[src/hdl/fv_bank_pkg.sv]
/* Widths and port structs shared by the feature-value bank.
   A line holds two 32-bit features and a node owns at most 8 lines (fv_num 1 to 16). */
`default_nettype none

package fv_bank_pkg;

    localparam int FV_DATA_W      = 64;
    localparam int ITER_W         = 2;
    localparam int NODE_W         = 3;
    localparam int LINE_W         = 3;
    localparam int NODE_ID_W      = ITER_W + NODE_W;
    localparam int FV_NUM_W       = 5;
    localparam int PE_TAG_W       = 2;
    localparam int UPD_W          = 4;
    localparam int ADDR_W         = ITER_W + NODE_W + LINE_W;
    localparam int NODES_PER_ITER = 1 << NODE_W;

    // Stream engine view of an SRAM address
    typedef struct packed {
        logic [ITER_W-1:0] iter;
        logic [NODE_W-1:0] node;
        logic [LINE_W-1:0] line;
    } fv_stream_addr_t;

    // Access engine view, global node id is iteration and node together
    typedef struct packed {
        logic [NODE_ID_W-1:0] node_id;
        logic [LINE_W-1:0]    line;
    } fv_access_addr_t;

    typedef union packed {
        fv_stream_addr_t stream_view;
        fv_access_addr_t access_view;
    } fv_addr_u;

    // Enables are active low
    typedef struct packed {
        logic                 cen;
        logic                 wen;
        fv_addr_u             addr;
        logic [FV_DATA_W-1:0] wdata;
    } sram_req_t;

    typedef struct packed {
        logic                 valid;
        logic                 rd_wr;
        logic                 wr_eos;
        logic [NODE_ID_W-1:0] node_id;
        logic [PE_TAG_W-1:0]  pe_tag;
        logic [FV_DATA_W-1:0] data;
    } out_req_t;

    typedef struct packed {
        logic                      valid;
        logic                      sos;
        logic                      eos;
        logic [NODE_W+LINE_W-1:0]  a;
        logic [FV_DATA_W-1:0]      data;
    } sm_fv_beat_t;

    typedef struct packed {
        logic                 valid;
        logic                 sos;
        logic                 eos;
        logic [PE_TAG_W-1:0]  pe_tag;
        logic [FV_DATA_W-1:0] data;
    } edge_rd_beat_t;

    // Lines per node is half the feature count rounded up
    function automatic logic [LINE_W:0] fv_num_lines(input logic [FV_NUM_W-1:0] num);
        logic [FV_NUM_W:0] sum;
        sum = {1'b0, num} + 1'b1;
        return sum[LINE_W+1:1];
    endfunction

endpackage

`default_nettype wire

[src/hdl/fv_bank_arbiter.sv]
/* Hands the single SRAM port to one engine, by the LSB of the update iteration.
   The owner keeps the bank until its want falls, so a mode change never cuts a burst. */
`timescale 1ns/1ps
`default_nettype none

module fv_bank_arbiter (
    input  wire                              clk,
    input  wire                              reset,
    input  wire [fv_bank_pkg::UPD_W-1:0]     update_iter,
    input  wire                              stream_want,
    input  wire                              access_want,
    input  wire fv_bank_pkg::sram_req_t      stream_sram,
    input  wire fv_bank_pkg::sram_req_t      access_sram,
    output logic                             stream_grant,
    output logic                             access_grant,
    output fv_bank_pkg::sram_req_t           sram
);
    import fv_bank_pkg::*;

    typedef enum logic [1:0] {
        OWN_NONE,
        OWN_STREAM,
        OWN_ACCESS
    } owner_t;

    owner_t owner;
    logic   odd_iter;
    logic   free;

    // Even iterations stream, odd iterations serve write-back and edge reads
    assign odd_iter = update_iter[0];

    // Bank is free once the owner drops its want
    assign free = (owner == OWN_NONE) ||
                  ((owner == OWN_STREAM) && !stream_want) ||
                  ((owner == OWN_ACCESS) && !access_want);

    assign stream_grant = stream_want && ((owner == OWN_STREAM) || (free && !odd_iter));
    assign access_grant = access_want && ((owner == OWN_ACCESS) || (free && odd_iter));

    always_ff @(posedge clk) begin
        if (reset) begin
            owner <= OWN_NONE;
        end else if (stream_grant) begin
            owner <= OWN_STREAM;
        end else if (access_grant) begin
            owner <= OWN_ACCESS;
        end else begin
            owner <= OWN_NONE;
        end
    end

    always_comb begin
        if (stream_grant) begin
            sram = stream_sram;
        end else if (access_grant) begin
            sram = access_sram;
        end else begin
            sram       = '0;
            sram.cen   = 1'b1;
            sram.wen   = 1'b1;
        end
    end

    one_grant: assert property (@(posedge clk) disable iff (reset)
        !(stream_grant && access_grant))
        else $error("Both engines granted the SRAM");

endmodule

`default_nettype wire

[config.mk]
export PLATFORM = sky130hd
export DESIGN_NAME = fv_bank_arbiter
export DESIGN_NICKNAME = d
export VERILOG_FILES = /design/src/hdl/fv_bank_pkg.sv /design/src/hdl/fv_bank_arbiter.sv
export SDC_FILE = /design/constraint.sdc
export NUM_CORES = 1
export LEC_CHECK = 0
export ABC_AREA = 1
export BUFFER_PORTS_ARGS = -buffer_cell sky130_fd_sc_hd__buf_2
export CORE_AREA = 2 2 90 92
export DETAILED_ROUTE_END_ITERATION = 6
export DIE_AREA = 0 0 92 94
export PLACE_DENSITY = 0.58
export SLEW_MARGIN = 25
export SYNTH_ARGS = -nofsm -noshare
export SYNTH_HDL_FRONTEND = slang
export SYNTH_SLANG_ARGS = --single-unit
[constraint.sdc]
create_clock -name clk -period 1.4 [get_ports clk]
set_input_delay 0.07 -clock clk [delete_from_list [all_inputs] [get_ports clk]]
set_output_delay 0.07 -clock clk [all_outputs]
set_load 0.02 [all_outputs]
## Word-level counts from Yosys, hierarchy flattened

Cells that the tools add are included.

| storage, ports and cells | value |
|---|---|
| logic and storage cells | 23 |
| latch bits | 0 |
| bits in writable memories | 0 |
| memories kept | 0 |
| register bits | 2 |
| memory bits (read-only) | 0 |
| input port bits | 156 |

| operators by class | value |
|---|---|
| mux-type cells | 4 |
| reduce and logical (&&, ||, !) cells | 15 |
| equal/unequal tests | 2 |
| divide/modulo/power cells | 0 |
| order comparisons | 0 |
| add/subtract/negate cells | 0 |
| shifts and indexed selects | 0 |
| multiply operators | 0 |
| bitwise operators | 0 |

Operators with widths:

| operator | number |
|---|---|
| $mux W74 | 2 |
| $logic_and A1 B1 Y1 | 6 |
| $logic_or A1 B1 Y1 | 4 |
| $logic_not A1 Y1 | 3 |
| $eq A2 B1 Y1 const B | 1 |
| $eq A2 B2 Y1 const B | 1 |
| $logic_not A2 Y1 | 1 |
| $mux W2 | 1 |
| $reduce_or A2 Y1 | 1 |
| $mux W1 | 1 |

## Logic depth before layout (Yosys ltp)

| logic depth | value |
|---|---|
| word-level depth | 9 |
| mapped depth | 9 |

## Worst setup path before layout

Ideal clock, no wire load.

| path | value |
|---|---|
| kind | flip-flop to output port |
| start point | reg owner[1] |
| end point | out sram[51] (netlist name) |
| data arrival time | 1146 ps |
| cell stages (with the launch flop) | 10 |
| slack | 184 ps |
| cells stage by stage | dfxtp_1 inv_1 nand2_1 nand2_1 nand2_1 nand2_1 buf_4 buf_2 nand3_1 nand2_1 |

RTL lines:

| what | line | source |
|---|---|---|
| from (decl) | fv_bank_arbiter.sv:26 | `owner_t owner;` |
| from (signal assigned) | fv_bank_arbiter.sv:43 | `owner <= OWN_NONE;` |
| from (signal assigned) | fv_bank_arbiter.sv:45 | `owner <= OWN_STREAM;` |
| from (signal assigned) | fv_bank_arbiter.sv:47 | `owner <= OWN_ACCESS;` |
| to (decl) | fv_bank_arbiter.sv:16 | `output fv_bank_pkg::sram_req_t sram` |

==> impl_metrics.tcl <==
set metrics [dict create \
    setup_ws_ns -0.1666 \
    grt_pass1_wl_mm 11.36 \
    critPathKind "register to output pin" \
    fmax_mhz 638.3 \
    num_antenna_cells 0 \
    setup_violations 75 \
    reg_top3 "owner x2" \
    numCtsBuffers 3 \
    critPathMaxFanout 5 \
    critPathCaptureType "output pin" \
    postRouteWirelength_mm 8.571 \
    required_ns 1.33 \
    p_leak_uw 0.002096 \
    clk_path_buf_depth 2 \
    synth_nets 428 \
    arrival_ns 1.50 \
    post-synth-top-count-cell "nand2_1" \
    largest_register "owner" \
    hold_path_class "primary input to register" \
    cp-endpoint "sram[10]" \
    drt_iter0_drc 62 \
    drc 0 \
    clock_sinks 2 \
    finClkSkew_ns 0.0009229 \
    area_growth_pct 202.8 \
    peakVddDrop_v 0.0003418 \
    ioPinCount 232 \
    critical-path-max-stage-delay_ns 0.34 \
    r2r_cells 8 \
    globalRouteOverflowTotal 0 \
    largest_reg_flops 2 \
    cpMaxStageDelayCell "dfxtp_2" \
    regToRegStartpoint "owner[1]" \
    rsz0062_at_grt "yes" \
    period_share_pct 111.9 \
    gp_congestion 0.6692 \
    drtAntennaViolNets 0 \
    power-per-cell-area_nw_per_um2 550.0 \
    place_ws_ns 0.06888 \
    finalHoldViolations 0 \
    syn_avg_cell_area_um2 4.462 \
    grt_max_degree 76 \
    maxCapViolCount 0 \
    syn_inst 272 \
    syn-cell-area_um2 1214 \
    grt_antenna_before_repair 0 \
    slew-limit-headroom_pct 72.99 \
    grt_pass1_vias 2410 \
    synth-seq-cells 2 \
    die_w_um 92 \
    violations "setup timing" \
    drt_pre_antenna_iters 4 \
    layout.nets 662 \
    synth_top_area_share_pct 49.79 \
    worst_slew_pin_slew_ns 0.4051 \
    cpMostUsedCell "nand2_2" \
    period_needed_ns 1.567 \
    status "finished with violations" \
    synthDistinctLibCells 12 \
    place_inst 583 \
    start_kind "register" \
    wl_per_cell_um 14.14 \
    clk_pin_slew_ns 0.03 \
    ys_seq_area_share_pct 3.299 \
    synthArstFlopShare_pct 0 \
    crit_start "owner[1]" \
    reg2reg_to "owner[0]" \
    drive_gt1_share_pct 65.48 \
    synth_flop_cell "dfxtp_1" \
    ctsHoldBuffers 0 \
    initial_core_util_pct 15.95 \
    vias 2763 \
    cts_tree "built" \
    placed_cell_area_um2 2432 \
    clock_latency_ns 0.21 \
    die_height_um 94 \
    yosys.area.top_type "nand2_1" \
    synth_edf_count 0 \
    htree_num_levels 1 \
    ys_top_cells_by_count "161 x nand2_1, 75 x nand3_1, 7 x buf_2, 7 x inv_1" \
    fin_setup_tns_ns -8.104 \
    portBuffers 228 \
    viasPerCell 4.559 \
    reg2reg_slack_ns 0.29 \
    grt_usage_pct 15.92 \
    die_area_um2 8648 \
    crit_chain "nand2_2, nand2_2, nand2_4, nand2_4, nand2_8, buf_12, clkbuf_16, nand3_2, nand2_2, buf_6" \
    fin_cells 606 \
    coreArea_um2 7607 \
    root_buffer "clkbuf_8" \
    rows 32 \
    yosys_warnings 0 \
    drv_slew 0 \
    fin_area_um2 3675 \
    dpl.hpwl_mm 4.840 \
    synthTopCellsByArea "nand2_1 50%, nand3_1 31%, buf_6 4.6%, dfxtp_1 3.3%, buf_4 3.1%" \
]
area by class of cell:
| type | count | area (µm²) |
|---|---|---|
| clock buffers | 3 | 41.29 |
| fillers | 717 | 3933 |
| inverters | 8 | 30.03 |
| multi-input cells | 238 | 1316 |
| flip-flops and latches | 2 | 42.54 |
| well taps | 102 | 127.6 |
| repair buffers | 253 | 2117 |
routing by layer:
metal  vias to the layer above  share of wire [%]  global-route usage (%)
li1                       1333                  -                       -
met1                      1280                 37                   18.86
met2                       137                 54                   29.66
met3                        13                6.7                   3.210
met4                         0                1.6                   3.234
met5                         -                  0                       0
cells in the final DEF (no fill, tap or decap):
cell / instances
nand2_4: 7
buf_4: 8
buf_16: 6
nand2_8: 2
nand2_2: 38
buf_8: 1
nand3_1: 53
buf_6: 72
a21oi_1: 1
nand2_1: 114
buf_2: 152
nand3_4: 5
buf_12: 9
clkbuf_16: 5
inv_2: 3
dfxtp_2: 2
inv_1: 5
nor2_1: 1
nand3_2: 17
clkbuf_8: 3
kinds of logic (layout without fill, tap and decap cells):
kind of cell / after synthesis / in the layout / synth area share (%)
AO/OA/AOI/OAI: 1 / 1 / 0.4120
buffers and inverters: 32 / 264 / 15.26
flip-flops: 2 / 2 / 3.299
AND/OR/NAND/NOR: 237 / 237 / 81.03
through the flow:
| stage | power (µW) | hold slack [ns] | util [%] |
|---|---|---|---|
| 6_report | 2021 | 0.02865 | 48.31 |
| 5_1_grt | 2148 | 0.04320 | 48.31 |
| 4_1_cts | 1795 | 0.02890 | 41.78 |
| 3_5_place_dp | 1131 | 0.2544 | 31.97 |
| 3_3_place_gp | 1123 | 0.2540 | 31.97 |
| 2_1_floorplan | 677.1 | 0.1391 | - |
worst min path at each step:
stage,startpoint,end,depth (start not counted)
after floorplan,reset,owner[1],1
after global placement,reset,owner[1],2
after detailed placement,reset,owner[1],2
after CTS,reset,owner[1],2
after global routing,reset,owner[1],2
final,reset,owner[1],2
critical path: cells and delay by family, from the launching register on:
kind / cells / cell delay [ns]
AND/OR/NAND/NOR: 7 / 0.51
flip-flops: 1 / 0.34
buffers and inverters: 3 / 0.44
power breakdown:
part | leakage (µW) | total, µW | switching (µW) | internal (µW)
combinational | 0.00206 | 1730 | 861 | 870
clock | 0.0000216 | 226 | 44.5 | 182
sequential | 0.0000172 | 63.9 | 2.55 | 61.3
timing repair:
item,4_1_cts,5_1_grt
setup endpoints to repair,75,76
hold endpoints to repair,0,0
resized for setup,149,97
pin swaps,8,32
cloned,7,6
setup buffers,5,3
Note: power is estimated with default switching activity, not from simulation.
