$ cat src/hdl/fv_bank_pkg.sv
/* Widths and port structs shared by the feature-value bank.
   A line holds two 32-bit features and a node owns at most 8 lines (fv_num 1 to 16). */
`default_nettype none

package fv_bank_pkg;

    localparam int FV_DATA_W      = 64;
    localparam int ITER_W         = 2;
    localparam int NODE_W         = 3;
    localparam int LINE_W         = 3;
    localparam int NODE_ID_W      = ITER_W + NODE_W;
    localparam int FV_NUM_W       = 5;
    localparam int PE_TAG_W       = 2;
    localparam int UPD_W          = 4;
    localparam int ADDR_W         = ITER_W + NODE_W + LINE_W;
    localparam int NODES_PER_ITER = 1 << NODE_W;

    // Stream engine view of an SRAM address
    typedef struct packed {
        logic [ITER_W-1:0] iter;
        logic [NODE_W-1:0] node;
        logic [LINE_W-1:0] line;
    } fv_stream_addr_t;

    // Access engine view, global node id is iteration and node together
    typedef struct packed {
        logic [NODE_ID_W-1:0] node_id;
        logic [LINE_W-1:0]    line;
    } fv_access_addr_t;

    typedef union packed {
        fv_stream_addr_t stream_view;
        fv_access_addr_t access_view;
    } fv_addr_u;

    // Enables are active low
    typedef struct packed {
        logic                 cen;
        logic                 wen;
        fv_addr_u             addr;
        logic [FV_DATA_W-1:0] wdata;
    } sram_req_t;

    typedef struct packed {
        logic                 valid;
        logic                 rd_wr;
        logic                 wr_eos;
        logic [NODE_ID_W-1:0] node_id;
        logic [PE_TAG_W-1:0]  pe_tag;
        logic [FV_DATA_W-1:0] data;
    } out_req_t;

    typedef struct packed {
        logic                      valid;
        logic                      sos;
        logic                      eos;
        logic [NODE_W+LINE_W-1:0]  a;
        logic [FV_DATA_W-1:0]      data;
    } sm_fv_beat_t;

    typedef struct packed {
        logic                 valid;
        logic                 sos;
        logic                 eos;
        logic [PE_TAG_W-1:0]  pe_tag;
        logic [FV_DATA_W-1:0] data;
    } edge_rd_beat_t;

    // Lines per node is half the feature count rounded up
    function automatic logic [LINE_W:0] fv_num_lines(input logic [FV_NUM_W-1:0] num);
        logic [FV_NUM_W:0] sum;
        sum = {1'b0, num} + 1'b1;
        return sum[LINE_W+1:1];
    endfunction

endpackage

`default_nettype wire

$ cat src/hdl/fv_access_engine.sv
/* Write-back bursts and tagged edge-PE reads in the access view of the address.
   The source holds an ungranted request and sends nothing new during a burst. */
`timescale 1ns/1ps
`default_nettype none

module fv_access_engine (
    input  wire                                clk,
    input  wire                                reset,
    input  wire [fv_bank_pkg::FV_NUM_W-1:0]    fv_num,
    input  wire fv_bank_pkg::out_req_t         req,
    input  wire                                grant,
    input  wire [fv_bank_pkg::FV_DATA_W-1:0]   rdata,
    output logic                               want,
    output fv_bank_pkg::sram_req_t             sram,
    output fv_bank_pkg::edge_rd_beat_t         edge_out
);
    import fv_bank_pkg::*;

    typedef enum logic [1:0] {
        ST_IDLE,
        ST_WR,
        ST_RD
    } state_t;

    state_t                 state;
    logic [LINE_W-1:0]      line_cnt;
    logic [NODE_ID_W-1:0]   node_q;
    logic [PE_TAG_W-1:0]    tag_q;
    logic [LINE_W:0]        lines_q;

    logic                   accept;
    logic                   rd_issue;
    logic                   rd_last;
    logic [LINE_W:0]        req_lines;

    logic                   beat_valid;
    logic                   beat_sos;
    logic                   beat_eos;

    assign req_lines = fv_num_lines(fv_num);
    assign want      = (state != ST_IDLE) || req.valid;
    assign accept    = (state == ST_IDLE) && grant && req.valid;

    always_comb begin
        sram.cen                      = 1'b1;
        sram.wen                      = 1'b1;
        sram.addr.access_view.node_id = node_q;
        sram.addr.access_view.line    = line_cnt;
        sram.wdata                    = req.data;
        rd_issue                      = 1'b0;
        rd_last                       = 1'b0;
        case (state)
            ST_IDLE: begin
                // First line of either burst goes out in the accept cycle
                if (accept) begin
                    sram.cen                      = 1'b0;
                    sram.wen                      = ~req.rd_wr;
                    sram.addr.access_view.node_id = req.node_id;
                    sram.addr.access_view.line    = '0;
                    rd_issue                      = ~req.rd_wr;
                    rd_last                       = (req_lines == (LINE_W+1)'(1));
                end
            end
            ST_WR: begin
                if (grant && req.valid) begin
                    sram.cen = 1'b0;
                    sram.wen = 1'b0;
                end
            end
            ST_RD: begin
                if (grant) begin
                    sram.cen = 1'b0;
                    rd_issue = 1'b1;
                    rd_last  = ({1'b0, line_cnt} == lines_q - 1'b1);
                end
            end
            default: begin
                sram.cen = 1'b1;
            end
        endcase
    end

    always_ff @(posedge clk) begin
        if (reset) begin
            state      <= ST_IDLE;
            line_cnt   <= '0;
            beat_valid <= 1'b0;
            beat_sos   <= 1'b0;
            beat_eos   <= 1'b0;
        end else begin
            beat_valid <= rd_issue;
            beat_sos   <= rd_issue && (state == ST_IDLE);
            beat_eos   <= rd_issue && rd_last;
            case (state)
                ST_IDLE: begin
                    if (accept) begin
                        line_cnt <= LINE_W'(1);
                        if (req.rd_wr) begin
                            state <= req.wr_eos ? ST_IDLE : ST_WR;
                        end else begin
                            state <= rd_last ? ST_IDLE : ST_RD;
                        end
                    end
                end
                ST_WR: begin
                    if (grant && req.valid) begin
                        line_cnt <= line_cnt + 1'b1;
                        if (req.wr_eos) begin
                            state <= ST_IDLE;
                        end
                    end
                end
                ST_RD: begin
                    if (grant) begin
                        line_cnt <= line_cnt + 1'b1;
                        if (rd_last) begin
                            state <= ST_IDLE;
                        end
                    end
                end
                default: state <= ST_IDLE;
            endcase
        end
    end

    // Burst context, taken from the accepted request
    always_ff @(posedge clk) begin
        if (accept) begin
            node_q  <= req.node_id;
            tag_q   <= req.pe_tag;
            lines_q <= req_lines;
        end
    end

    always_comb begin
        edge_out.valid  = beat_valid;
        edge_out.sos    = beat_sos;
        edge_out.eos    = beat_eos;
        edge_out.pe_tag = tag_q;
        edge_out.data   = rdata;
    end

    // No back-pressure, so the source stays quiet while a read burst runs
    no_req_in_read: assert property (@(posedge clk) disable iff (reset)
        state == ST_RD |-> !req.valid)
        else $error("New access request during an edge read burst");

    // Write-back beats come back to back until wr_eos
    wr_beats_contiguous: assert property (@(posedge clk) disable iff (reset)
        state == ST_WR |-> req.valid && req.rd_wr)
        else $error("Gap or read inside a write-back burst");

endmodule

`default_nettype wire

$ cat config.mk
export PLATFORM = sky130hd
export DESIGN_NAME = fv_access_engine
export DESIGN_NICKNAME = d
export VERILOG_FILES = /design/src/hdl/fv_bank_pkg.sv /design/src/hdl/fv_access_engine.sv
export SDC_FILE = /design/constraint.sdc
export NUM_CORES = 1
export LEC_CHECK = 0
export ABC_AREA = 1
export BUFFER_PORTS_ARGS = -buffer_cell sky130_fd_sc_hd__clkbuf_2
export CORE_AREA = 2 2 112 114
export DETAILED_ROUTE_END_ITERATION = 16
export DIE_AREA = 0 0 114 116
export REMOVE_ABC_BUFFERS = 1
export SKIP_LAST_GASP = 1
export SYNTH_ARGS = -nofsm -noshare
export SYNTH_HDL_FRONTEND = slang
export SYNTH_SLANG_ARGS = --single-unit
$ cat constraint.sdc
create_clock -name clk -period 3 [get_ports clk]
set_input_delay 0.45 -clock clk [delete_from_list [all_inputs] [get_ports clk]]
set_output_delay 0.45 -clock clk [all_outputs]
set_load 0.05 [all_outputs]
==> Word-level counts from Yosys, hierarchy flattened <==
Cells that the tools add are included.
{ "op_classes": {"add_sub_neg": 3, "n_eq_ne": 9, "n_mux": 25, "bitwise_logic": 1, "reduce_logical": 11} }
{ "op_table": {"columns": ["op", "count"], "rows": [
  ["$mux 2", 8],
  ["$mux 10", 1],
  ["$ne 2x2->1 const B", 5],
  ["$mux 3", 3],
  ["$pmux 3 s3", 1],
  ["$mux 8", 1],
  ["$mux 1", 6],
  ["$pmux 1 s2", 3],
  ["$pmux 2 s3", 1],
  ["$add 5x1->5 const B", 1],
  ["$logic_and 1x1->1", 5],
  ["$reduce_and 5->1", 1],
  ["$eq 3x4->1", 1],
  ["$eq 4x1->1 const B", 1],
  ["$reduce_and 4->1", 1],
  ["$sub 4x1->4 const B", 1],
  ["$add 3x1->3 const B", 1],
  ["$pmux 1 s3", 1],
  ["$reduce_bool 3->1", 1],
  ["$eq 2x1->1 const B", 1],
  ["$eq 2x2->1 const B", 1],
  ["$logic_not 2->1", 1],
  ["$reduce_bool 2->1", 1],
  ["$logic_or 1x1->1", 1],
  ["$not 1->1", 1]
]} }
{ "totals": {"regBits": 19, "inputBits": 146, "output_inout_bits": 144, "word_cells": 57} }

==> Logic depth before layout (Yosys ltp) <==
{ "depth": {"word_depth": 9, "depth_mapped": 13, "mapped_depth_nobuf": 13} }

==> Worst setup path before layout <==
OpenSTA, ideal clock, no wires.
{ "synth_path": {"path_kind": "flip-flop to output port", "start": "register state[0]", "end": "output sram[67] in the netlist's numbering", "t_arrival_ps": 1745, "required_time_ps": 2550, "path_slack_ps": 805, "path_stages_with_launch": 8, "path_buffers": 0, "path_cell_list": "dfxtp_1 -> inv_1 -> ha_1 -> inv_2 -> nor2_2 -> inv_1 -> nand2_1 -> nand2_1"} }
{ "synth_lines": {"columns": ["item", "line_no", "rtl"], "rows": [
  ["from (decl)", "fv_access_engine.sv:25", "state_t state;"],
  ["from (signal assigned)", "fv_access_engine.sv:99", "state <= req.wr_eos ? ST_IDLE : ST_WR;"],
  ["from (signal assigned)", "fv_access_engine.sv:101", "state <= rd_last ? ST_IDLE : ST_RD;"],
  ["to (decl)", "fv_access_engine.sv:14", "output fv_bank_pkg::sram_req_t sram,"]
]} }

==> results.ini <==
[synth]
ys_ff_latch = 19
ys_warn_count = 0
synth_area_um2 = 2080
syn_inst = 275
yosys_most_used_dff = edfxtp_1
ys_types = 22
synth-seq-area-share = 0.236
async_flop_share = 0
syn_area_per_cell_um2 = 7.57
synth_edf_count = 11

[placement]
dpl_worst_slack_ns = 0.924
dp_hpwl_um = 12300
gp_congestion = 0.827
place.port_buffers = 33

[clock_tree]
clockRootBuffer = clkbuf_16
insertion_delay_ns = 0.26
cts.repair.resized = 0
cts_tree = done
postCtsSetupRepairBufs = 0
cts_max_level = 1
hold_buffers = 0
clkSinkCount = 19
cts_inserted_buffers = 3
clk_pin_slew_worst_paths_ns = 0.06
clock_path_buffers = 2

[timing]
rsz0062_at_grt = false
setup_viol = 0
hold_viol_final = 0
hold_slack_ns = 0.394
tightest_slew_ns = 0.295
fin_ws_ns = 0.636
setup_tns_ns = 0
clock_skew_ns = 0.00646
post-route-min-period_ns = 2.36
fin_crit_sh = 0.788
timing.fmax_ghz = 0.423
slew_viol_final = 0
timing.slew.headroom = 0.804

[grt]
grt_pass1_wl_um = 16300
grt_antenna_before_repair = 0
grt_pass1_vias = 1304
grt_max_degree = 18
overflow = 0
track_usage = 0.197

[floorplanning]
dieArea_um2 = 13200
die_w_um = 114
boundaryPins = 290
start_util = 0.175
row_count = 40
core_area_um2 = 11900
die_h_um = 116

[detailed_routing]
drt_first_pass_iters = 7
drt_iter0_drc = 70
ant_nets = 0
drt-total-wl_um = 13900
num_vias = 1324
route.detailed.drc = 0
routedWlPerCell_um = 42.3
routed_via_density = 4.02

[worst_setup_path]
path_class = reg -> out
crit_required_ns = 2.55
start_kind = flop
cp.arrival_ns = 1.91
worst_setup_path_end_kind = primary output
cp_max_fo = 5

[power]
power_mw = 1.23
ir_drop_mv = 0.289
p_leak_nw = 0.733
power.density_nw_per_um2 = 799

[final_layout]
fin_util = 0.129
layout-drive-gt1-share = 0.275
fin_nets = 336
antenna_cells = 0
syn_to_final_growth_pct = -26.2

[run]
max_cap_violations = 0

[hold_path]
hold_class = in -> reg

[status]
status = finished, final reports clean

==> power by group <==
part | internal [mW] | switching (mW)
sequential | 0.321 | 0.0283
combinational | 0.158 | 0.430
clock | 0.181 | 0.108
==> cells by family (layout without fill, tap and decap cells) <==
family | after synthesis | count (layout) | share of synthesized area
and+or+nand+nor | 81 | 81 | 0.172
xor gates and xnor gates | 1 | 1 | 0.00421
DFF | 19 | 19 | 0.236
AOI/OAI and AO/OA | 9 | 9 | 0.0235
adders and majority gates | 7 | 7 | 0.0421
buffers and inverters | 158 | 65 | 0.523
==> path summary, 6_finish.rpt <==
kind / startpoint / end / slack (ns) / cells past startpoint
setup reg to reg: state[0]$_SDFFE_PP0P_ / state[0]$_SDFFE_PP0P_ / 1.26 / 11
setup / recovery: state[0]$_SDFFE_PP0P_ / sram[73] / 0.64 / 10
hold reg to reg: line_cnt[0]$_SDFFE_PP0P_ / line_cnt[0]$_SDFFE_PP0P_ / 0.52 / 2
hold / removal: req[68] / node_q[2]$_DFFE_PN_ / 0.39 / 1
==> Yosys cell counts, types with 2 or more instances <==
| cell | instances | area share |
|---|---|---|
| a21oi_1 | 4 | 0.0096 |
| buf_4 | 131 | 0.47 |
| dfxtp_1 | 8 | 0.077 |
| edfxtp_1 | 11 | 0.16 |
| ha_1 | 7 | 0.042 |
| inv_1 | 24 | 0.043 |
| inv_2 | 2 | 0.0036 |
| nand2_1 | 47 | 0.085 |
| nand2_2 | 2 | 0.0060 |
| nand3_1 | 11 | 0.026 |
| nand4_1 | 3 | 0.0090 |
| nor2_1 | 11 | 0.020 |
| nor2_2 | 3 | 0.0090 |
| o21ai_0 | 2 | 0.0048 |
| o21ai_1 | 2 | 0.0048 |
==> cell type report <==
class,instances,area [µm²]
flip-flops and latches,19,490
fillers,1377,10400
well taps,147,184
multi-input cells,98,503
clock inverters,1,6.26
repair buffers,34,173
inverters,27,104
clock buffers,3,75.1
==> state kept, by name (all words and copies together) (netlist names) <==
| name | count |
|---|---|
| node_q | 5 |
| beat_sos | 1 |
| beat_eos | 1 |
| lines_q | 4 |
| tag_q | 2 |
| line_cnt | 3 |
| state | 2 |
| beat_valid | 1 |
==> cells in the final DEF, fill, tap and decap left out <==
cell type	n
nand2_1	47
clkbuf_2	33
inv_1	24
nor2_1	11
nand3_1	11
edfxtp_1	11
dfxtp_1	8
ha_1	7
a21oi_1	4
nor2_2	3
nand4_1	3
clkbuf_16	3
inv_2	2
o21ai_0	2
o21ai_1	2
nand2_2	2
inv_4	2
or2_4	1
nor2_4	1
xnor2_1	1
nand3_2	1
nor3_1	1
a21oi_2	1
buf_4	1
==> metal layers <==
metal / track usage / wire length, µm / vias up / share of wire
met5: 0.0444 / 52 / - / 0.0037
met1: 0.168 / 4020 / 571 / 0.29
li1: - / - / 532 / -
met3: 0.283 / 4050 / 6 / 0.29
met4: 0.00407 / 19 / 2 / 0.0014
met2: 0.278 / 5760 / 213 / 0.41
==> worst max-delay path: stages (launching register included) <==
cell and delay, ns:
dfxtp_1 0.37, inv_1 0.09, ha_1 0.26, inv_2 0.11, or2_4 0.13, nand2_1 0.04, o21ai_1 0.10, nand2_2 0.10
nor2_4 0.16, inv_4 0.05, clkbuf_2 0.24
==> stage by stage <==
stage	std cells	area [µm²]
3_3_place_gp	325	1450
3_5_place_dp	325	1450
6_report	329	1540
5_1_grt	329	1540
4_1_cts	329	1540
2_1_floorplan	144	1100
Power figures use the tool's default switching activity.
