$ cat config.mk
export PLATFORM = sky130hd
export DESIGN_NAME = fv_stream_engine
export DESIGN_NICKNAME = d
export VERILOG_FILES = /design/src/hdl/fv_bank_pkg.sv /design/src/hdl/fv_stream_engine.sv
export SDC_FILE = /design/constraint.sdc
export NUM_CORES = 1
export LEC_CHECK = 0
export BUFFER_PORTS_ARGS = -buffer_cell sky130_fd_sc_hd__clkbuf_2
export CORE_ASPECT_RATIO = 1.1
export CORE_MARGIN = 8
export CORE_UTILIZATION = 33
export CTS_CLUSTER_DIAMETER = 120
export DETAILED_ROUTE_END_ITERATION = 7
export PLACE_DENSITY = 0.79
export SLEW_MARGIN = 20
export SYNTH_ARGS = -nofsm -noshare
export SYNTH_HDL_FRONTEND = slang
export SYNTH_SLANG_ARGS = --single-unit
$ cat constraint.sdc
create_clock -name clk -period 2.22 [get_ports clk]
set_input_delay 0.333 -clock clk [delete_from_list [all_inputs] [get_ports clk]]
set_output_delay 0.333 -clock clk [all_outputs]
set_load 0.005 [all_outputs]
$ cat src/hdl/fv_bank_pkg.sv
/* Widths and port structs shared by the feature-value bank.
   A line holds two 32-bit features and a node owns at most 8 lines (fv_num 1 to 16). */
`default_nettype none

package fv_bank_pkg;

    localparam int FV_DATA_W      = 64;
    localparam int ITER_W         = 2;
    localparam int NODE_W         = 3;
    localparam int LINE_W         = 3;
    localparam int NODE_ID_W      = ITER_W + NODE_W;
    localparam int FV_NUM_W       = 5;
    localparam int PE_TAG_W       = 2;
    localparam int UPD_W          = 4;
    localparam int ADDR_W         = ITER_W + NODE_W + LINE_W;
    localparam int NODES_PER_ITER = 1 << NODE_W;

    // Stream engine view of an SRAM address
    typedef struct packed {
        logic [ITER_W-1:0] iter;
        logic [NODE_W-1:0] node;
        logic [LINE_W-1:0] line;
    } fv_stream_addr_t;

    // Access engine view, global node id is iteration and node together
    typedef struct packed {
        logic [NODE_ID_W-1:0] node_id;
        logic [LINE_W-1:0]    line;
    } fv_access_addr_t;

    typedef union packed {
        fv_stream_addr_t stream_view;
        fv_access_addr_t access_view;
    } fv_addr_u;

    // Enables are active low
    typedef struct packed {
        logic                 cen;
        logic                 wen;
        fv_addr_u             addr;
        logic [FV_DATA_W-1:0] wdata;
    } sram_req_t;

    typedef struct packed {
        logic                 valid;
        logic                 rd_wr;
        logic                 wr_eos;
        logic [NODE_ID_W-1:0] node_id;
        logic [PE_TAG_W-1:0]  pe_tag;
        logic [FV_DATA_W-1:0] data;
    } out_req_t;

    typedef struct packed {
        logic                      valid;
        logic                      sos;
        logic                      eos;
        logic [NODE_W+LINE_W-1:0]  a;
        logic [FV_DATA_W-1:0]      data;
    } sm_fv_beat_t;

    typedef struct packed {
        logic                 valid;
        logic                 sos;
        logic                 eos;
        logic [PE_TAG_W-1:0]  pe_tag;
        logic [FV_DATA_W-1:0] data;
    } edge_rd_beat_t;

    // Lines per node is half the feature count rounded up
    function automatic logic [LINE_W:0] fv_num_lines(input logic [FV_NUM_W-1:0] num);
        logic [FV_NUM_W:0] sum;
        sum = {1'b0, num} + 1'b1;
        return sum[LINE_W+1:1];
    endfunction

endpackage

`default_nettype wire

$ cat src/hdl/fv_stream_engine.sv
/* Streams all lines of every node in one replay iteration to the small bank.
   stream_begin is sampled as a level; an iteration change stays pending until served. */
`timescale 1ns/1ps
`default_nettype none

module fv_stream_engine (
    input  wire                                clk,
    input  wire                                reset,
    input  wire [fv_bank_pkg::ITER_W-1:0]      replay_iter,
    input  wire [fv_bank_pkg::FV_NUM_W-1:0]    fv_num,
    input  wire                                stream_begin,
    input  wire                                grant,
    input  wire [fv_bank_pkg::FV_DATA_W-1:0]   rdata,
    output logic                               want,
    output fv_bank_pkg::sram_req_t             sram,
    output fv_bank_pkg::sm_fv_beat_t           sm_out
);
    import fv_bank_pkg::*;

    logic                      busy;
    logic [ITER_W-1:0]         rec_iter;
    logic [ITER_W-1:0]         iter_q;
    logic [NODE_W-1:0]         node_cnt;
    logic [LINE_W-1:0]         line_cnt;
    logic [LINE_W:0]           lines_q;

    logic                      start_cond;
    logic                      issue;
    logic                      last_line;
    logic                      last_beat;
    logic [ITER_W-1:0]         cur_iter;
    logic [NODE_W-1:0]         cur_node;
    logic [LINE_W-1:0]         cur_line;
    logic [LINE_W:0]           cur_lines;

    // Beat flags trail the read by one cycle to meet rdata
    logic                      beat_valid;
    logic                      beat_sos;
    logic                      beat_eos;
    logic [NODE_W+LINE_W-1:0]  beat_a;

    assign start_cond = stream_begin || (replay_iter != rec_iter);
    assign want       = busy || start_cond;
    assign issue      = grant && want;

    // A new stream begins at line 0 of node 0
    always_comb begin
        if (busy) begin
            cur_iter  = iter_q;
            cur_node  = node_cnt;
            cur_line  = line_cnt;
            cur_lines = lines_q;
        end else begin
            cur_iter  = replay_iter;
            cur_node  = '0;
            cur_line  = '0;
            cur_lines = fv_num_lines(fv_num);
        end
    end

    assign last_line = ({1'b0, cur_line} == cur_lines - 1'b1);
    assign last_beat = last_line && (cur_node == NODE_W'(NODES_PER_ITER - 1));

    always_comb begin
        sram.cen                    = ~issue;
        sram.wen                    = 1'b1;
        sram.addr.stream_view.iter  = cur_iter;
        sram.addr.stream_view.node  = cur_node;
        sram.addr.stream_view.line  = cur_line;
        sram.wdata                  = '0;
    end

    always_ff @(posedge clk) begin
        if (reset) begin
            busy       <= 1'b0;
            rec_iter   <= '0;
            node_cnt   <= '0;
            line_cnt   <= '0;
            beat_valid <= 1'b0;
            beat_sos   <= 1'b0;
            beat_eos   <= 1'b0;
        end else begin
            beat_valid <= issue;
            beat_sos   <= issue && !busy;
            beat_eos   <= issue && last_beat;
            if (issue) begin
                busy     <= !last_beat;
                line_cnt <= last_line ? '0 : cur_line + 1'b1;
                node_cnt <= last_line ? cur_node + 1'b1 : cur_node;
                if (!busy) begin
                    rec_iter <= replay_iter;
                end
            end
        end
    end

    always_ff @(posedge clk) begin
        beat_a <= {cur_node, cur_line};
        if (issue) begin
            iter_q  <= cur_iter;
            lines_q <= cur_lines;
        end
    end

    always_comb begin
        sm_out.valid = beat_valid;
        sm_out.sos   = beat_sos;
        sm_out.eos   = beat_eos;
        sm_out.a     = beat_a;
        sm_out.data  = rdata;
    end

    // The stream engine only ever reads the bank
    read_only: assert property (@(posedge clk) disable iff (reset)
        !sram.cen |-> sram.wen)
        else $error("Stream engine issued a write");

endmodule

`default_nettype wire

After elaboration in Yosys (flattened, before gate mapping). Index checks and enable logic that the tools add are counted. W data, S select, Z words.

Mux-type cells: 6. $add $sub $neg: 4. Reductions and logical operators: 9. Bitwise operators: 2. Equality and inequality tests: 3.

Operators with widths (count): $mux W3 (4); $add A3 B1 Y3 const B (2); $add A5 B1 Y5 const B (1); $eq A3 B4 Y1 (1); $logic_and A1 B1 Y1 (4); $mux W4 (1); $sub A4 B1 Y4 const B (1); $eq A3 B3 Y1 const B (1); $logic_not A1 Y1 (2); $logic_or A1 B1 Y1 (2); $mux W2 (1); $ne A2 B2 Y1 (1); $not A1 Y1 (2); $reduce_and A2 Y1 (1).

Register bits: 24. Bits of input ports: 75.

Depth between registers and ports, before layout. Gate-level depths: netlist of the first run.

Depth in word-level cells: 6. Gate-level depth with buffers: 11.

Least setup slack after synthesis of the first run. Ideal clock, no wire load.

Path kind: input -> register. Start point: input port fv_num[0] (netlist bit). End point: register node_cnt[1]. Path slack: 0.010 ns. Cell stages on the path: 9. Setup time: 0.117 ns. Arrival: 2.092 ns. Cells stage by stage: ha_1 > mux2_2 > inv_1 > ha_1 > xor2_1 > nand2_1 > o41ai_2 > a211oi_1 > a32o_2.

Cells in the longest elaborated chain, start to end: 5.

Ends and longest elaborated chain: from (decl) (RTL line fv_stream_engine.sv:10) `input wire [fv_bank_pkg::FV_NUM_W-1:0] fv_num,`; $add A5 B1 Y5 (RTL line fv_bank_pkg.sv:72) `sum = {1'b0, num} + 1'b1;`; $mux W4 (RTL line fv_stream_engine.sv:48) `if (busy) begin`; named net cur_lines[0] (RTL line fv_stream_engine.sv:34) `logic [LINE_W:0] cur_lines;`; $sub A4 B1 Y4 (RTL line fv_stream_engine.sv:61) `assign last_line = ({1'b0, cur_line} == cur_lines - 1'b1);`; $eq A3 B4 Y1 (RTL line fv_stream_engine.sv:61); $mux W3 (RTL line fv_stream_engine.sv:89) `node_cnt <= last_line ? cur_node + 1'b1 : cur_node;`; to (signal assigned) (RTL line fv_stream_engine.sv:89); to (decl) (RTL line fv_stream_engine.sv:23) `logic [NODE_W-1:0] node_cnt;`.

The timed path passes the listed nets, and every way through them passes these cells. A chain may end at the register's enable or synchronous reset.

Worst setup path in the final report of the first run. Same ends and word-level chain as after synthesis.

==> reports/results.txt, run 1 <==
Core Area: 6477 sq um
Die area: 9432 sq um
First-pass GRT wire length: 5775 um
Maximum VDD drop: 0.0001980 V
Placement Rows: 31
Final Skew: 0.001956 ns
Final #Nets: 297
Final wirelength: 3981 um
Clk pin slew, worst setup/hold paths: 0.08 ns
Post-route cell area: 1795 sq um
Crit-path max FO: 2
Minimum clock period: 2.146 ns
Leakage Power: 0.9055 nW
Routed WL per cell: 13.36 um
Clock root cell: clkbuf_8
Top FF cell, synth: dfxtp_1
Number of CTS-inserted buffers: 3
Max-Cap Viols: 0
Number of remaining DRC errors: 0
Cell count after synthesis: 249
Power after layout: 0.001069 W
Grt ovf: 0
I/O pin count: 223
Largest net degree at the start of global routing: 20
Status: finished clean
Clk sinks: 24
CP arrival: 2.31 ns
Crit. End Element: flip-flop
Area growth syn-to-layout: -17.29%
Setup TNS: 0 ns
Iteration count of the initial detailed-routing pass: 4
Vias: 1234
Gr usage total: 7.535%
Drt via density: 4.141
Final hold violation count: 0
Filler instances: 697
Synthesized area per cell: 8.718 sq um
WP data required: 2.39 ns
Most frequent cells in the layout: conb_1, clkbuf_2, dfxtp_1
N_diodes: 0
Starting Density: 33.51%
Initial antenna violation count: 0
Final Wtd Congestion: 0.8765
Fmax: 0.4659 GHz
CTS Buffer Depth: 2
Setup-failing EPs final: 0
Most common cell after layout, fill and taps aside: conb_1
Non-filler instance count after layout: 298
Startpoint types: input port
Number of antenna-violating nets in the routed design: 0
Cts hold-fix bufs: 0
Synth Cell Area: 2171 sq um
FFs w/ async S/R, synth: 0%
IO Port Bufs: 29
Storage cell area: 541.8 sq um
Hold WC Path Type: input port to flip-flop
# placed instances: 292
Post-synthesis sequential area ratio: 24.90%
Cell variety after synth: 39
Post-synth EDFFs: 6
Clk_lat worst skew: 0.27 ns
Pwr dens: 595.5 nW/um^2
Max-slew violation count: 0
Fin Hold WS: 0.3284 ns
Hpwl dp: 3234 um
YS warnings: 0
Setup CP Type: input port to flip-flop
Fraction of layout cells with a size suffix above 1: 27.78%
Multi-input gate area in the final layout: 857.1 sq um
DRT iter0 DRCs: 73
TritonCTS clock tree: built
Die width: 93.33 um
Fin crit share: 96.68%
Die span in y: 101.1 um
H-tree levels: 1
Placed Area: 1668 sq um
Vias in the first global route: 1273
Yosys reg bits: 24
[cell type report]
class                           count  share of cell area, %
Multi-Input combinational cell    144                  47.74
Sequential cell                    24                  30.17
Timing Repair Buffer               36                  11.01
Tap cell                           82                  5.714
Clock buffer                        4                  3.693
Inverter                            8                  1.672
[flip-flops by register name (all words and copies together), names as in the netlist]
name,count
beat_a,6
lines_q,4
line_cnt,3
node_cnt,3
iter_q,2
rec_iter,2
beat_eos,1
beat_sos,1
beat_valid,1
busy,1
[power by group]
part | switching, W | total, W | leakage (nW) | internal, W
clock | 0.000140 | 0.000336 | 0.0339 | 0.000196
combinational | 0.000152 | 0.000250 | 0.667 | 0.0000972
sequential | 0.00000992 | 0.000483 | 0.205 | 0.000474
total | 0.000303 | 0.00107 | 0.906 | 0.000766
[routing by layer]
layer  part of all wire (%)  track usage (%)
met1                     34            6.984
met2                     46            11.89
met3                     12            3.055
met4                    7.3            8.189
met5                      0                0
[critical path: stages]
cell and delay (ns):
clkbuf_2 0.09, ha_1 0.30, mux2_2 0.28, inv_1 0.09, ha_4 0.20, xor2_1 0.18
nand2_1 0.15, o41ai_4 0.36, a211oi_2 0.11, a32o_2 0.23
[worst paths after layout]
check                           start                        to  slack [ns]  depth (start not counted)
max                         fv_num[0]  node_cnt[1]$_SDFFE_PP0P_        0.07                         10
min                    replay_iter[1]  rec_iter[1]$_SDFFE_PP0P_        0.33                          3
max reg2reg         busy$_SDFFE_PP0P_  node_cnt[1]$_SDFFE_PP0P_        0.11                          8
min reg2reg  node_cnt[1]$_SDFFE_PP0P_  node_cnt[1]$_SDFFE_PP0P_        0.47                          1
[what timing repair did]
| item | CTS | global route |
|---|---|---|
| gates resized for setup | 2 | 8 |
| setup endpoints to repair | 2 | 7 |
| buffers inserted | 0 | 2 |
| pin swaps | 0 | 5 |
[Yosys cell counts (all sizes together) (2+ instances only)]
library cell / n / area (sq um)
o21ai: 7 / 35.03
buf: 135 / 1021
inv: 8 / 30.03
nand2b: 2 / 12.51
a21oi: 5 / 25.02
dfxtp: 18 / 360.4
edfxtp: 6 / 180.2
nand3: 6 / 30.03
xor2: 4 / 35.03
conb: 2 / 7.510
nand2: 12 / 52.55
a211oi: 3 / 27.52
nor2: 5 / 18.77
nor3: 2 / 10.01
ha: 5 / 62.56
xnor2: 3 / 26.28
a32o: 2 / 21.27
mux2: 3 / 33.78
and2: 5 / 31.28
o41ai: 2 / 32.53
[cells by family after synthesis]
kind of cell / share of synthesized area (%)
buffers and inverters: 48.59
AND/OR/NAND/NOR: 9.395
AO/OA/AOI/OAI: 9.049
flip-flops: 24.90
XOR/XNOR: 2.824
adder cells (fa/ha/maj): 2.882
multiplexers: 2.017
other: 0.3460
[metrics by stage]
stage | utilization (%) | setup WS (ns)
after floorplan | - | 0.01049
after global placement | 25.75 | -0.1704
after detailed placement | 25.75 | -0.2751
after CTS | 26.97 | 0.01193
after global routing | 27.72 | -0.004402
final | 27.72 | 0.07377
No activity file was read; power rests on OpenSTA's default activity.
==> inputs of run 2 (changes only) <==
==> constraint.sdc (replaced) <==
create_clock -name clk -period 1.8 [get_ports clk]
set_input_delay 0.27 -clock clk [delete_from_list [all_inputs] [get_ports clk]]
set_output_delay 0.27 -clock clk [all_outputs]
set_load 0.005 [all_outputs]
==> reports/results.txt, run 2 (synthesis gave the netlist of run 1 again) <==
Status: complete, but fails checks (was finished clean)
Failing checks: setup timing
Hpwl dp: 3534 um (was 3234 um)
Number of CTS-inserted buffers: 3 (unchanged)
DRT iter0 DRCs: 50 (was 73)
Worst setup startpoint: busy$_SDFFE_PP0P_ (was fv_num[0])
First-pass GRT wire length: 6141 um (was 5775 um)
Die span in y: 101.1 um (unchanged)
Crit-path max FO: 7 (was 2)
TritonCTS clock tree: built (unchanged)
CTS Buffer Depth: 2 (unchanged)
Net Sw Frac: 29.03% (was 28.31%)
Crit-path max cell delay: 0.39 ns (was 0.36 ns)
Worst-path cell chain: mux2_4, inv_2, ha_4, xnor2_2, and4b_4, o211ai_1, nand2_2, a32o_2 (was clkbuf_2, ha_1, mux2_2, inv_1, ha_4, xor2_1, nand2_1, o41ai_4, a211oi_2, a32o_2)
Grt ovf: 0 (unchanged)
Worst Hold Launch: replay_iter[1] (unchanged)
Placement Rows: 31 (unchanged)
Clk sinks: 24 (unchanged)
Drt via density: 4.145 (was 4.141)
Routed WL per cell: 14.00 um (was 13.36 um)
I/O pin count: 223 (unchanged)
Starting Density: 33.51% (unchanged)
Max-slew violation count: 0 (unchanged)
Max reg flops: 6 (unchanged)
Die width: 93.33 um (unchanged)
Most frequent cells in the layout: conb_1, clkbuf_2, dfxtp_1 (unchanged)
Switch Pwr: 0.0003955 W (was 0.0003027 W)
Vias: 1260 (was 1234)
WP data required: 1.97 ns (was 2.39 ns)
Logic pwr share: 25.3% (was 23.3%)
Setup CP Type: flip-flop to flip-flop (was input port to flip-flop)
Pint: 0.0009667 W (was 0.0007665 W)
N_diodes: 0 (unchanged)
Number of antenna-violating nets in the routed design: 0 (unchanged)
Final Skew: 0.001633 ns (was 0.001956 ns)
Largest net degree at the start of global routing: 19 (was 20)
Setup-failing EPs final: 8 (was 0)
Vias in the first global route: 1324 (was 1273)
Crit-path slowest cell: dfxtp_4 (was o41ai_4)
Fraction of layout cells with a size suffix above 1: 32.43% (was 27.78%)
Hold WC Path Type: input port to flip-flop (unchanged)
Core Area: 6477 sq um (unchanged)
Reg2reg start: busy$_SDFFE_PP0P_ (unchanged)
Startpoint types: flip-flop (was input port)
Most flops, register: beat_a (unchanged)
Leakage Power: 0.9410 nW (was 0.9055 nW)
Crit. End Element: flip-flop (unchanged)
Worst slack at placement: -0.4529 ns (was -0.2751 ns)
Max-Cap Viols: 0 (unchanged)
H-tree levels: 1 (unchanged)
Clock root cell: clkbuf_8 (unchanged)
Initial antenna violation count: 0 (unchanged)
Final Wtd Congestion: 0.7870 (was 0.8765)
Minimum clock period: 2.054 ns
Cts hold-fix bufs: 0 (unchanged)
Final #Nets: 303 (was 297)
Clk pin slew, worst setup/hold paths: 0.09 ns (was 0.08 ns)
IO Port Bufs: 29 (unchanged)
Iteration count of the initial detailed-routing pass: 4 (unchanged)
Setup TNS: -1.533 ns (was 0 ns)
Most common cell after layout, fill and taps aside: conb_1 (unchanged)
Pwr dens: 717.2 nW/um^2 (was 595.5 nW/um^2)
Clock power share: 30.8% (was 31.4%)
Final hold violation count: 0 (unchanged)
Fmax: 0.4869 GHz
Gr usage total: 8.089% (was 7.535%)
Final wirelength: 4256 um (was 3981 um)
Maximum VDD drop: 0.0002365 V (was 0.0001980 V)
Reg power frac: 43.9% (was 45.2%)
Filler instances: 702 (was 697)
RSZ-0062 raised after global routing: true
Die area: 9432 sq um (unchanged)
Worst setup margin: -0.2536 ns (was 0.07377 ns)
Number of remaining DRC errors: 0 (unchanged)
Top Registers: beat_a (6), lines_q (4) (unchanged)
CP arrival: 2.22 ns (was 2.31 ns)
Area growth syn-to-layout: -12.51% (was -17.29%)
Fin crit share: 114.1%
Clk_lat worst skew: 0.27 ns (about the same)
-- run 2: changes by cell type in the layout (fill, tap and decap cells not counted), sizes merged --
cell	change
buf	+6
-- run 2: power groups by stage --
| stage | logic [W] | registers [W] | clock network, W |
|---|---|---|---|
| 2_1_floorplan | 0.000437 | 0.000606 | 0 |
| 3_3_place_gp | 0.000292 | 0.000609 | 0 |
| 3_5_place_dp | 0.000302 | 0.000611 | 0 |
| 4_1_cts | 0.000325 | 0.000598 | 0.000433 |
| 5_1_grt | 0.000381 | 0.000600 | 0.000456 |
| 6_report | 0.000345 | 0.000598 | 0.000420 |
-- run 2: area by class of cell --
type                            instances  area (sq um)  area share (%)
Multi-Input combinational cell        144         909.6           47.89
Sequential cell                        24         544.3           28.66
Timing Repair Buffer                   42         246.5           12.98
Tap cell                               82         102.6           5.402
Clock buffer                            4         66.31           3.491
Inverter                                8         30.03           1.581
-- run 2: critical path, delay by kind of cell (launching register included) --
family                   cells  cell delay (ns)
buffers and inverters        1             0.07
XOR/XNOR                     1             0.12
adder cells (fa/ha/maj)      1             0.12
AND/OR/NAND/NOR              2             0.41
AO/OA/AOI/OAI                2             0.53
multiplexers                 1             0.31
flip-flops                   1             0.39
-- run 2: stage by stage --
step	instances	hold slack [ns]	total power, W	area, sq um	util (%)
after floorplan	312	0.4057	0.001043	2450	-
after global placement	299	0.4480	0.0009017	1762	27.20
after detailed placement	299	0.4519	0.0009127	1762	27.20
after CTS	304	0.2518	0.001356	1871	28.88
after global routing	304	0.2508	0.001437	1899	29.32
final	304	0.2499	0.001362	1899	29.32
-- run 2: path summary, 6_finish.rpt --
path	end	slack [ns]	cells past startpoint
worst max-delay path	node_cnt[1]$_SDFFE_PP0P_	-0.25	8
worst min-delay path	rec_iter[1]$_SDFFE_PP0P_	0.25	3
worst max register to register	node_cnt[1]$_SDFFE_PP0P_	-0.25	8
worst min register to register	node_cnt[1]$_SDFFE_PP0P_	0.47	1
-- run 2: timing repair --
| item | 4_1_cts | 5_1_grt |
|---|---|---|
| pin swaps | 4 | 3 |
| endpoints found under the setup margin | 8 | 9 |
| endpoints found under the hold margin | 0 | 0 |
| gates cloned | 0 | 0 |
| gates resized for setup | 6 | 6 |
| setup buffers | 1 | 0 |
-- run 2: metal layers --
metal | GRT usage, % | wire length, um | vias up
met3 | 3.949 | 555 | 43
met4 | 7.072 | 297 | 0
met1 | 6.442 | 1274 | 574
met5 | 0 | 0 | -
li1 | - | - | 557
met2 | 14.33 | 2128 | 86
==> inputs of run 3 (changes only) <==
==> config.mk (replaced) <==
export PLATFORM = sky130hd
export DESIGN_NAME = fv_stream_engine
export DESIGN_NICKNAME = d
export VERILOG_FILES = /design/src/hdl/fv_bank_pkg.sv /design/src/hdl/fv_stream_engine.sv
export SDC_FILE = /design/constraint.sdc
export NUM_CORES = 1
export LEC_CHECK = 0
export CORE_AREA = 8 8 80 82
export CTS_CLUSTER_DIAMETER = 120
export DETAILED_ROUTE_END_ITERATION = 7
export DIE_AREA = 0 0 88 90
export DONT_BUFFER_PORTS = 1
export PLACE_DENSITY = 0.59
export SLEW_MARGIN = 20
export SYNTH_ARGS = -nofsm -noshare
export SYNTH_HDL_FRONTEND = slang
export SYNTH_SLANG_ARGS = --single-unit
==> reports/results.txt, run 3 (synthesis gave the netlist of run 1 again) <==
Clock root cell: clkbuf_8 (unchanged)
Final wirelength: 3963 um (was 4256 um)
WP data required: 1.97 ns (about the same)
Clk pin slew, worst setup/hold paths: 0.09 ns (about the same)
Post-route cell area: 1748 sq um (was 1899 sq um)
Clk sinks: 24 (unchanged)
Number of CTS-inserted buffers: 3 (unchanged)
Non-filler instance count after layout: 268 (was 304)
Die area: 7920 sq um (was 9432 sq um)
Hpwl dp: 3156 um (was 3534 um)
Pwr dens: 768.8 nW/um^2 (was 717.2 nW/um^2)
Clk_lat worst skew: 0.27 ns (about the same)
Routed WL per cell: 14.79 um (was 14.00 um)
Setup CP Type: flip-flop to flip-flop (unchanged)
Core Area: 5236 sq um (was 6477 sq um)
Maximum VDD drop: 0.0003015 V (was 0.0002365 V)
Crit-path max cell delay: 0.39 ns (about the same)
IO Port Bufs: 0 (was 29)
Final Wtd Congestion: 0.8039 (was 0.7870)
Number of antenna-violating nets in the routed design: 0 (unchanged)
Final #Nets: 277 (was 303)
Final hold violation count: 0 (unchanged)
Worst setup margin: -0.2143 ns (was -0.2536 ns)
Vias in the first global route: 1176 (was 1324)
CTS Buffer Depth: 2 (unchanged)
Starting Density: 41.46% (was 33.51%)
Worst-path cell chain: mux2_4, inv_2, ha_4, xnor2_2, and4b_4, o211ai_1, nand2_2, a32o_2 (unchanged)
CP arrival: 2.18 ns (was 2.22 ns)
Fin Hold WS: 0.05676 ns (was 0.2499 ns)
Core Util, Final: 33.38% (was 29.32%)
Filler instances: 552 (was 702)
Iteration count of the initial detailed-routing pass: 4 (unchanged)
Area growth syn-to-layout: -19.48% (was -12.51%)
Minimum clock period: 2.014 ns (was 2.054 ns)
Initial antenna violation count: 0 (unchanged)
Grt ovf: 0 (unchanged)
Number of remaining DRC errors: 0 (unchanged)
Final Skew: 0.004915 ns (was 0.001633 ns)
Placed Area: 1612 sq um (was 1762 sq um)
Drt via density: 4.205 (was 4.145)
RSZ-0062 raised after global routing: true (unchanged)
Hold WC Path Type: input port to flip-flop (unchanged)
Setup TNS: -1.269 ns (was -1.533 ns)
Failing checks: setup timing (unchanged)
Crit. End Element: flip-flop (unchanged)
Fmax: 0.4965 GHz (was 0.4869 GHz)
Most flops, register: beat_a (unchanged)
Most common cell after layout, fill and taps aside: conb_1 (unchanged)
Status: complete, but fails checks (unchanged)
Crit-path slowest cell: dfxtp_4 (unchanged)
Max-Cap Viols: 0 (unchanged)
Leakage Power: 0.8222 nW (was 0.9410 nW)
Top Registers: beat_a (6), lines_q (4) (unchanged)
Max reg flops: 6 (unchanged)
Crit-path max FO: 7 (unchanged)
Fraction of layout cells with a size suffix above 1: 23.47% (was 32.43%)
Startpoint types: flip-flop (unchanged)
Gr usage total: 9.530% (was 8.089%)
TritonCTS clock tree: built (unchanged)
Vias: 1127 (was 1260)
I/O pin count: 223 (unchanged)
Largest net degree at the start of global routing: 15 (was 19)
DRT iter0 DRCs: 39 (was 50)
First-pass GRT wire length: 6016 um (was 6141 um)
H-tree levels: 1 (unchanged)
Die span in y: 90 um (was 101.1 um)
Max-slew violation count: 0 (unchanged)
# placed instances: 261 (was 299)
Die width: 88 um (was 93.33 um)
Placement Rows: 27 (was 31)
Setup-failing EPs final: 8 (unchanged)
Most frequent cells in the layout: conb_1, dfxtp_1, buf_4 (was conb_1, clkbuf_2, dfxtp_1)
N_diodes: 0 (unchanged)
Fin crit share: 111.9% (was 114.1%)
## run 3: worst paths after layout
kind	start	slack, ns	cells after the start	endpoint
min reg2reg	node_cnt[1]$_SDFFE_PP0P_	0.47	1	node_cnt[1]$_SDFFE_PP0P_
max reg2reg	busy$_SDFFE_PP0P_	-0.21	8	node_cnt[1]$_SDFFE_PP0P_
max	busy$_SDFFE_PP0P_	-0.21	8	node_cnt[1]$_SDFFE_PP0P_
min	reset	0.06	1	rec_iter[0]$_SDFFE_PP0P_
## run 3: final cells by class
class                   instances  area, sq um  share of cell area, %
inverters                       8        30.03                  1.718
clock buffers                   4        66.31                  3.794
multi-input cells             144        897.1                  51.32
repair buffers                 16        120.1                  6.872
well taps                      72        90.09                  5.154
flip-flops and latches         24        544.3                  31.14
## run 3: timing repair
item                                    CTS  global route
gates cloned                              0             0
buffers inserted                          2             1
endpoints found under the setup margin    8             8
pin swaps                                 9             3
hold buffers                              0             0
resized for setup                         6             4
## run 3: critical path: cells and delay by family, from the launching register on
kind | cells | cell delay, ns
flip-flops | 1 | 0.39
AO/OA/AOI/OAI | 2 | 0.51
adder cells (fa/ha/maj) | 1 | 0.13
multiplexers | 1 | 0.31
AND/OR/NAND/NOR | 2 | 0.39
XOR/XNOR | 1 | 0.12
buffers and inverters | 1 | 0.07
## run 3: report_power, final
part / switching (W) / internal, W
registers: 0.0000150 / 0.000584
clock network: 0.000178 / 0.000242
logic: 0.000190 / 0.000135
total: 0.000383 / 0.000961
## run 3: stage by stage
stage | worst slack (ns) | total power, W
CTS | -0.1975 | 0.001329
finish | -0.2143 | 0.001344
global placement | -0.2721 | 0.0008759
global route | -0.3013 | 0.001423
floorplan | -0.2730 | 0.001043
detailed placement | -0.2915 | 0.0008776
## run 3: layer usage
metal  GRT usage, %  vias up  wire length (um)
li1               -      505                 -
met5              0        -                 0
met2          16.01       75              2002
met4          8.895        0               231
met3          4.368       29               518
met1          8.013      518              1211
